===== src/source/spi_config.svh =====
// Bus and register map of the SPI master block
// Offsets are byte addresses inside the block window
`ifndef SPI_CONFIG_SVH
`define SPI_CONFIG_SVH

// --------------------
// Bus widths
// --------------------
`define SPI_BUS_ADRS_BIT	16		// Full bus address
`define SPI_BUS_DATA_BIT	32		// Bus data word
`define SPI_BLOCK_ADRS_BIT	8		// Upper block select field
`define SPI_ADRS_MAP		8'h03	// Our block number

// --------------------
// Register offsets
// --------------------
`define SPI_REG_CTRL		8'h00	// bit0 enable / bit1 cs level
`define SPI_REG_DIV			8'h04	// Half period divider
`define SPI_REG_TXD			8'h08	// Write starts a transfer
`define SPI_REG_RXD			8'h0C	// Last received byte
`define SPI_REG_STAT		8'h10	// bit0 busy

// Shift engine widths
`define SPI_DIV_BIT			16
`define SPI_BYTE_BIT		8

`endif


===== src/source/spiPkg.sv =====
// Types shared by the SPI master RTL and its testbench
// Widths come from the config header
`include "spi_config.svh"

package spiPkg;

	// --------------------
	// Bus side
	// --------------------
	typedef logic [`SPI_BUS_ADRS_BIT-1:0]	busAdrsT;	// Block field + offset
	typedef logic [`SPI_BUS_DATA_BIT-1:0]	busDataT;	// Read and write data

	// --------------------
	// SPI side
	// --------------------
	typedef logic [`SPI_BYTE_BIT-1:0]		spiByteT;	// One shifted byte
	typedef logic [`SPI_DIV_BIT-1:0]		spiDivT;	// Half period in sysClk cycles minus one

	// Shift engine states
	typedef enum logic [1:0]
	{
		Idle,		// Waiting for start
		Shift,		// SCLK running
		Finish		// Done strobe cycle
	} spiStateT;

endpackage


===== src/source/spiCsr.sv =====
// Register bank of the SPI master. Bus strobes last one cycle and never stall
// TXD write starts a transfer only with enable set and the unit idle
`timescale 1ns/1ns
`include "spi_config.svh"

module spiCsr (
	input  logic				sysClk,
	input  logic				rst,
	// Bus slave
	input  spiPkg::busDataT		wd,			// Write data
	input  spiPkg::busAdrsT		adrs,		// Access address
	input  logic				wCke,		// Write strobe
	input  logic				rCke,		// Read strobe
	output spiPkg::busDataT		rd,			// Read data
	output logic				rEd,		// Read data valid
	// Unit controls
	output logic				spiEn,
	output logic				csLevel,
	output spiPkg::spiDivT		div,
	output spiPkg::spiByteT		txByte,
	output logic				start,		// One cycle per accepted TXD write
	// Unit status
	input  spiPkg::spiByteT		rxByte,
	input  logic				busy
);

localparam int OfsBit = `SPI_BUS_ADRS_BIT - `SPI_BLOCK_ADRS_BIT;

// --------------------
// Address decode
// --------------------
logic				blockHit;
logic [OfsBit-1:0]	ofs;
logic				wrHit;
logic				rdHit;
logic				txdWrite;

// Upper field selects this block
assign blockHit	= (adrs[`SPI_BUS_ADRS_BIT-1 -: `SPI_BLOCK_ADRS_BIT] == `SPI_ADRS_MAP);
assign ofs		= adrs[OfsBit-1:0];
assign wrHit	= wCke & blockHit;
assign rdHit	= rCke & blockHit;
assign txdWrite	= wrHit & (ofs == `SPI_REG_TXD);

// --------------------
// Write side
// --------------------
always_ff @(posedge sysClk)
begin
	if (rst)
	begin
		spiEn	<= 1'b0;
		csLevel	<= 1'b1;		// cs inactive out of reset
		div		<= '0;
	end
	else if (wrHit)
	begin
		case (ofs)
			`SPI_REG_CTRL:
			begin
				spiEn	<= wd[0];
				csLevel	<= wd[1];
			end
			`SPI_REG_DIV:
			begin
				div		<= wd[`SPI_DIV_BIT-1:0];
			end
			default:
			begin
			end
		endcase
	end
end

// Transmit byte holds its value for readback
always_ff @(posedge sysClk)
begin
	if (txdWrite)
		txByte <= wd[`SPI_BYTE_BIT-1:0];
end

// Start strobe. Blocked while the unit runs or a start is already out
always_ff @(posedge sysClk)
begin
	if (rst)
		start <= 1'b0;
	else
		start <= txdWrite & spiEn & ~busy & ~start;
end

// --------------------
// Read side
// --------------------
spiPkg::busDataT rdMux;

always_comb
begin
	rdMux = '0;		// Unmapped offsets read zero
	case (ofs)
		`SPI_REG_CTRL:
		begin
			rdMux[0] = spiEn;
			rdMux[1] = csLevel;
		end
		`SPI_REG_DIV:	rdMux[`SPI_DIV_BIT-1:0]		= div;
		`SPI_REG_TXD:	rdMux[`SPI_BYTE_BIT-1:0]	= txByte;
		`SPI_REG_RXD:	rdMux[`SPI_BYTE_BIT-1:0]	= rxByte;
		`SPI_REG_STAT:	rdMux[0]					= busy;
		default:
		begin
		end
	endcase
end

// Read data one cycle after rCke
always_ff @(posedge sysClk)
begin
	if (rst)
		rEd <= 1'b0;
	else
		rEd <= rdHit;		// Foreign block gives no rEd
end

always_ff @(posedge sysClk)
begin
	if (rdHit)
		rd <= rdMux;
end

endmodule


===== src/source/spiUnit.sv =====
// SPI mode 0 master engine. One full-duplex byte per start, MSB first
// cs only mirrors csLevel and is never driven by the engine itself
`timescale 1ns/1ns
`include "spi_config.svh"

module spiUnit (
	input  logic				sysClk,
	input  logic				rst,
	// Controls from the register bank
	input  logic				spiEn,
	input  logic				csLevel,
	input  spiPkg::spiDivT		div,		// Half period = div+1 cycles
	input  spiPkg::spiByteT		txByte,
	input  logic				start,
	// Status back
	output spiPkg::spiByteT		rxByte,		// Valid from the done cycle
	output logic				busy,
	output logic				done,		// One cycle at byte end
	// Pins
	output logic				sclk,
	output logic				mosi,
	output logic				cs,
	input  logic				miso
);

// --------------------
// Engine state
// --------------------
spiPkg::spiStateT	state;
spiPkg::spiDivT		halfCnt;		// Cycles into the current half period
logic [2:0]			bitCnt;			// Falling edges so far
spiPkg::spiByteT	txShift;
spiPkg::spiByteT	rxShift;

// Event decode
logic	loadTx;
logic	halfEnd;
logic	shiftTick;
logic	riseEdge;
logic	fallEdge;
logic	lastFall;

assign loadTx		= (state == spiPkg::Idle) & start & spiEn;
assign halfEnd		= (halfCnt == div);
assign shiftTick	= (state == spiPkg::Shift) & spiEn & halfEnd;	// sclk flips here
assign riseEdge		= shiftTick & ~sclk;
assign fallEdge		= shiftTick & sclk;
assign lastFall		= fallEdge & (bitCnt == 3'd7);				// Eighth pulse ends

// --------------------
// FSM and SCLK
// --------------------
always_ff @(posedge sysClk)
begin
	if (rst)
	begin
		state	<= spiPkg::Idle;
		sclk	<= 1'b0;
		halfCnt	<= '0;
		bitCnt	<= '0;
	end
	else
	begin
		case (state)
			spiPkg::Idle:
			begin
				sclk	<= 1'b0;		// Mode 0 idles low
				halfCnt	<= '0;
				bitCnt	<= '0;
				if (loadTx)
					state <= spiPkg::Shift;
			end

			spiPkg::Shift:
			begin
				if (!spiEn)
				begin
					// Abort, no done strobe
					state	<= spiPkg::Idle;
					sclk	<= 1'b0;
				end
				else if (halfEnd)
				begin
					halfCnt	<= '0;
					sclk	<= ~sclk;
					if (fallEdge)
						bitCnt <= bitCnt + 3'd1;	// Wraps to zero after bit 7
					if (lastFall)
						state <= spiPkg::Finish;
				end
				else
				begin
					halfCnt <= halfCnt + 1'b1;
				end
			end

			spiPkg::Finish:
			begin
				state <= spiPkg::Idle;	// Single done cycle
			end

			default:
			begin
				state <= spiPkg::Idle;
			end
		endcase
	end
end

// --------------------
// Shift registers
// --------------------
// Transmit side loads on start and moves on falling edges
always_ff @(posedge sysClk)
begin
	if (loadTx)
		txShift <= txByte;
	else if (fallEdge)
		txShift <= {txShift[`SPI_BYTE_BIT-2:0], 1'b0};
end

// Receive side samples miso on rising edges
always_ff @(posedge sysClk)
begin
	if (riseEdge)
		rxShift <= {rxShift[`SPI_BYTE_BIT-2:0], miso};
end

// Completed byte kept apart from the shifter. An aborted byte never lands here
always_ff @(posedge sysClk)
begin
	if (lastFall)
		rxByte <= rxShift;
end

// --------------------
// Outputs
// --------------------
assign mosi	= txShift[`SPI_BYTE_BIT-1];			// MSB first
assign busy	= (state != spiPkg::Idle);			// Shift and Finish
assign done	= (state == spiPkg::Finish);
assign cs	= csLevel;							// Software owns chip select

endmodule


===== src/source/spiBlock.sv =====
// SPI master block on the internal register bus. Master mode only
// Block address and register map come from the config header
`timescale 1ns/1ns

module spiBlock (
	input  logic				sysClk,
	input  logic				rst,
	// Bus slave
	input  spiPkg::busDataT		wd,			// Write data
	input  spiPkg::busAdrsT		adrs,		// Access address
	input  logic				wCke,		// Write strobe
	input  logic				rCke,		// Read strobe
	output spiPkg::busDataT		rd,			// Read data
	output logic				rEd,		// Read data valid
	// SPI pins
	output logic				sclk,
	output logic				mosi,
	input  logic				miso,
	output logic				cs,
	// Interrupt
	output logic				intr		// Byte done
);

// --------------------
// Register bank to engine
// --------------------
logic				spiEn;
logic				csLevel;
spiPkg::spiDivT		div;
spiPkg::spiByteT	txByte;
logic				start;

// Engine back to register bank
spiPkg::spiByteT	rxByte;
logic				busy;

spiCsr spiCsrInst (
	.sysClk		(sysClk),
	.rst		(rst),
	// Bus
	.wd			(wd),
	.adrs		(adrs),
	.wCke		(wCke),
	.rCke		(rCke),
	.rd			(rd),
	.rEd		(rEd),
	// Controls
	.spiEn		(spiEn),
	.csLevel	(csLevel),
	.div		(div),
	.txByte		(txByte),
	.start		(start),
	// Status
	.rxByte		(rxByte),
	.busy		(busy)
);

// --------------------
// Shift engine
// --------------------
spiUnit spiUnitInst (
	.sysClk		(sysClk),
	.rst		(rst),
	.spiEn		(spiEn),
	.csLevel	(csLevel),
	.div		(div),
	.txByte		(txByte),
	.start		(start),
	.rxByte		(rxByte),
	.busy		(busy),
	.done		(intr),		// Done strobe is the interrupt
	.sclk		(sclk),
	.mosi		(mosi),
	.cs			(cs),
	.miso		(miso)
);

endmodule


===== config.mk =====
export PLATFORM = sky130hd
export DESIGN_NAME = spiBlock
export DESIGN_NICKNAME = d
export VERILOG_FILES = /design/src/source/spiPkg.sv /design/src/source/spiCsr.sv /design/src/source/spiUnit.sv /design/src/source/spiBlock.sv
export VERILOG_INCLUDE_DIRS = /design/src /design/src/source
export SDC_FILE = /design/constraint.sdc
export NUM_CORES = 1
export LEC_CHECK = 0
export BUFFER_PORTS_ARGS = -buffer_cell sky130_fd_sc_hd__buf_2
export CORE_UTILIZATION = 58
export CTS_CLUSTER_DIAMETER = 40
export DETAILED_ROUTE_END_ITERATION = 7
export MAX_ROUTING_LAYER = met4
export PLACE_DENSITY_LB_ADDON = 0.12
export SYNTH_ARGS = -nofsm -noshare
export SYNTH_HDL_FRONTEND = slang
export SYNTH_SLANG_ARGS = --single-unit
export TNS_END_PERCENT = 5

===== constraint.sdc =====
create_clock -name sysClk -period 6 [get_ports sysClk]
set_input_delay 1.2 -clock sysClk [delete_from_list [all_inputs] [get_ports sysClk]]
set_output_delay 1.2 -clock sysClk [all_outputs]
set_load 0.02 [all_outputs]

==> impl_metrics.json <==
{
  "multi_input_area_um2": 1530,
  "hold_ws_ns": 0.4255,
  "arrival_ns": 3.17,
  "first_iter_violations": 139,
  "synth_edf_count": 48,
  "setup_viol": 0,
  "critical-path-top-delay-family": "simple AND/OR/NAND/NOR gates",
  "dpl_cell_area_um2": 4220,
  "fillCellCount": 507,
  "synthArstFlopShare_pct": 0,
  "ctsResizeCount": 0,
  "crit_chain": "buf_2, nor4_4, and4b_1, and4_4, mux2i_1, nor2_1",
  "relSlewSlack_pct": 41.93,
  "drive_above_1_share_pct": 22.50,
  "drtPass1Iterations": 8,
  "power_mw": 1.038,
  "syn_to_final_growth_pct": 10.59,
  "place_ws_ns": 2.706,
  "holdBufCountCts": 0,
  "cts_buffers": 9,
  "core_um2": 6495,
  "finalClockSkew_ns": 0.01168,
  "synth_top_area_share_pct": 36.32,
  "ios": 90,
  "instances_no_fill": 477,
  "rows": 29,
  "drcViolationCount": 4,
  "yosys-top-cells-area": "edfxtp_1, dfxtp_1, mux2i_1, xor2_1, nor2_1",
  "worst_pin_slew_ns": 0.8678,
  "fmax_mhz": 338.6,
  "worstSkewPairLatency_ns": 0.36,
  "cts_buffer_depth": 2,
  "drt-total-wl_um": 7248,
  "max_cap_violations": 0,
  "final_nets": 451,
  "place_inst": 461,
  "worstSetupStartpointType": "input port",
  "cp.required_ns": 6.22,
  "cp_slowest_stage_delay_ns": 0.63,
  "gp_congestion": 0.8553,
  "critPathKind": "in2reg",
  "antenna_found_initial": 0,
  "min_period_over_period_pct": 49.23,
  "power_per_cell_area_nw_per_um2": 236.4,
  "cp_num_buf_inv": 1,
  "synth_warnings": 0,
  "io_buffers": 57,
  "worst_slack_ns": 3.046,
  "setup_tns_ns": 0,
  "ys.flop_type": "edfxtp_1",
  "grt_max_degree": 32,
  "seqCellArea_um2": 2282,
  "violations": "design-rule violations",
  "rsz0062_at_grt": "no",
  "p_leak_nw": 1.734,
  "ys_seq_area_share_pct": 57.50,
  "maxSlewViolCount": 0,
  "cts_sinks": 90,
  "status": "finished with violations",
  "yosysUniqueCellTypes": 48,
  "start_util_pct": 61.11,
  "cts-root-buf": "clkbuf_8",
  "grtUsageTotal_pct": 22.07,
  "cts.clk_slew.worst_paths_ns": 0.08,
  "cts_tree": "done",
  "gr-total-overflow": 0,
  "vias_per_cell": 5.524,
  "hold_path.class": "reg2reg",
  "post-route-util_pct": 67.58,
  "htreeDepth": 3,
  "synth.avg_cell_area_um2": 11.74,
  "post-cts-setup-buffers": 0,
  "synthCells": 338,
  "netlist_area_um2": 3969,
  "ant_nets": 0,
  "num_vias": 2635,
  "synth_commonest_cells": "edfxtp_1, dfxtp_1, nor2_1, mux2i_1, xor2_1",
  "grt_pass1_wl_um": 11630,
  "wl_per_cell_um": 15.19,
  "fin_crit_ns": 2.954,
  "dp_hpwl_um": 5288,
  "first_global_vias": 2383,
  "irDropWorstVdd_uv": 176.4,
  "design.die.area_um2": 7177,
  "fin_area_um2": 4389,
  "crit_path_end_kind": "flop",
  "die_w_um": 84.72,
  "synth_top_cell_by_area": "edfxtp_1",
  "die_y_um": 84.72,
  "yosysMostFrequentCell": "edfxtp_1",
  "antenna_cells": 0,
  "crit_fanout": 17,
  "synth_seq_cells": 90,
  "critPathSlowestCell": "and4b_1",
  "hold_viol": 0
}
[per-layer routing]
metal / wire (um) / vias up / GRT usage [%]
met4: 80 / 0 / 7.704
met3: 323 / 9 / 4.130
met1: 3405 / 1266 / 28.94
li1: - / 1288 / -
met2: 3438 / 72 / 34.66
met5: 0 / - / -
[cell usage in the layout (no fill, tap or decap), types with 2 or more instances in the layout]
cell | Yosys | layout
nand3_1 | 10 | 10
and3_1 | 3 | 3
nor3_1 | 6 | 6
nor4_2 | 2 | 2
buf_4 | 17 | 2
buf_2 | 3 | 57
clkinv_2 | 0 | 2
dfxtp_1 | 42 | 42
a32o_1 | 2 | 2
and2_1 | 10 | 10
inv_1 | 3 | 3
o21ai_0 | 11 | 11
and4_1 | 2 | 2
a21oi_1 | 5 | 5
nand2_1 | 23 | 23
xor2_1 | 24 | 24
conb_1 | 1 | 16
clkbuf_8 | 0 | 9
mux2i_1 | 24 | 24
mux2_2 | 7 | 7
nand4_1 | 6 | 6
o211ai_1 | 2 | 2
nor4b_1 | 3 | 3
clkinvlp_4 | 0 | 3
ha_1 | 3 | 3
xnor2_1 | 5 | 5
nor2b_1 | 4 | 4
edfxtp_1 | 48 | 48
nor4_1 | 6 | 6
nor2_1 | 41 | 41
[power by group]
part           switching, mW  total [mW]  internal, mW
registers         0.00000571       0.642         0.642
logic                 0.0223      0.0335        0.0113
clock network          0.212       0.362         0.151
total                  0.234        1.04         0.804
[registers in the layout, summed over array words and instances, names as in the netlist]
name,cells
spiCsrInst.spiEn,1
spiUnitInst.rxShift,8
spiUnitInst.txShift,8
spiCsrInst.txByte,8
spiUnitInst.bitCnt,3
spiCsrInst.rd,16
spiCsrInst.csLevel,1
spiCsrInst.start,1
spiUnitInst.sclk,1
spiUnitInst.halfCnt,16
spiCsrInst.div,16
spiUnitInst.state,2
spiCsrInst.rEd,1
spiUnitInst.rxByte,8
[final cells by class]
| class | instances | share of cell area (%) |
|---|---|---|
| Timing Repair Buffer | 59 | 6.842 |
| Inverter | 3 | 0.2566 |
| Multi-Input combinational cell | 232 | 34.86 |
| Clock buffer | 10 | 2.908 |
| Tap cell | 77 | 2.195 |
| Sequential cell | 90 | 52.00 |
| Clock inverter | 6 | 0.9407 |
[final timing paths]
check	cells past startpoint	slack, ns	endpoint	from
setup / recovery	6	3.05	spiCsrInst.div[0]	adrs[7]
hold / removal	0	0.43	spiUnitInst.rxByte[7]	spiUnitInst.rxShift[7]
setup reg to reg	4	3.58	spiUnitInst.rxByte[7]	spiUnitInst.halfCnt[7]
hold reg to reg	0	0.43	spiUnitInst.rxByte[7]	spiUnitInst.rxShift[7]
[logic make-up after synthesis]
group / synth area share, %
other cells: 0.09449
mux: 8.039
buf+inv: 5.359
fa+ha+maj: 0.9459
flops: 57.50
simple gates: 17.28
compound gates: 4.382
xor+xnor: 6.400
[worst register-to-register path, cell delays in order (launching register included)]
cell	delay (ns)
dfxtp_1	0.37
xor2_1	0.18
nor4_1	0.46
nand4_2	0.29
nor2_1	0.75
Power figures use the tool's default switching activity.
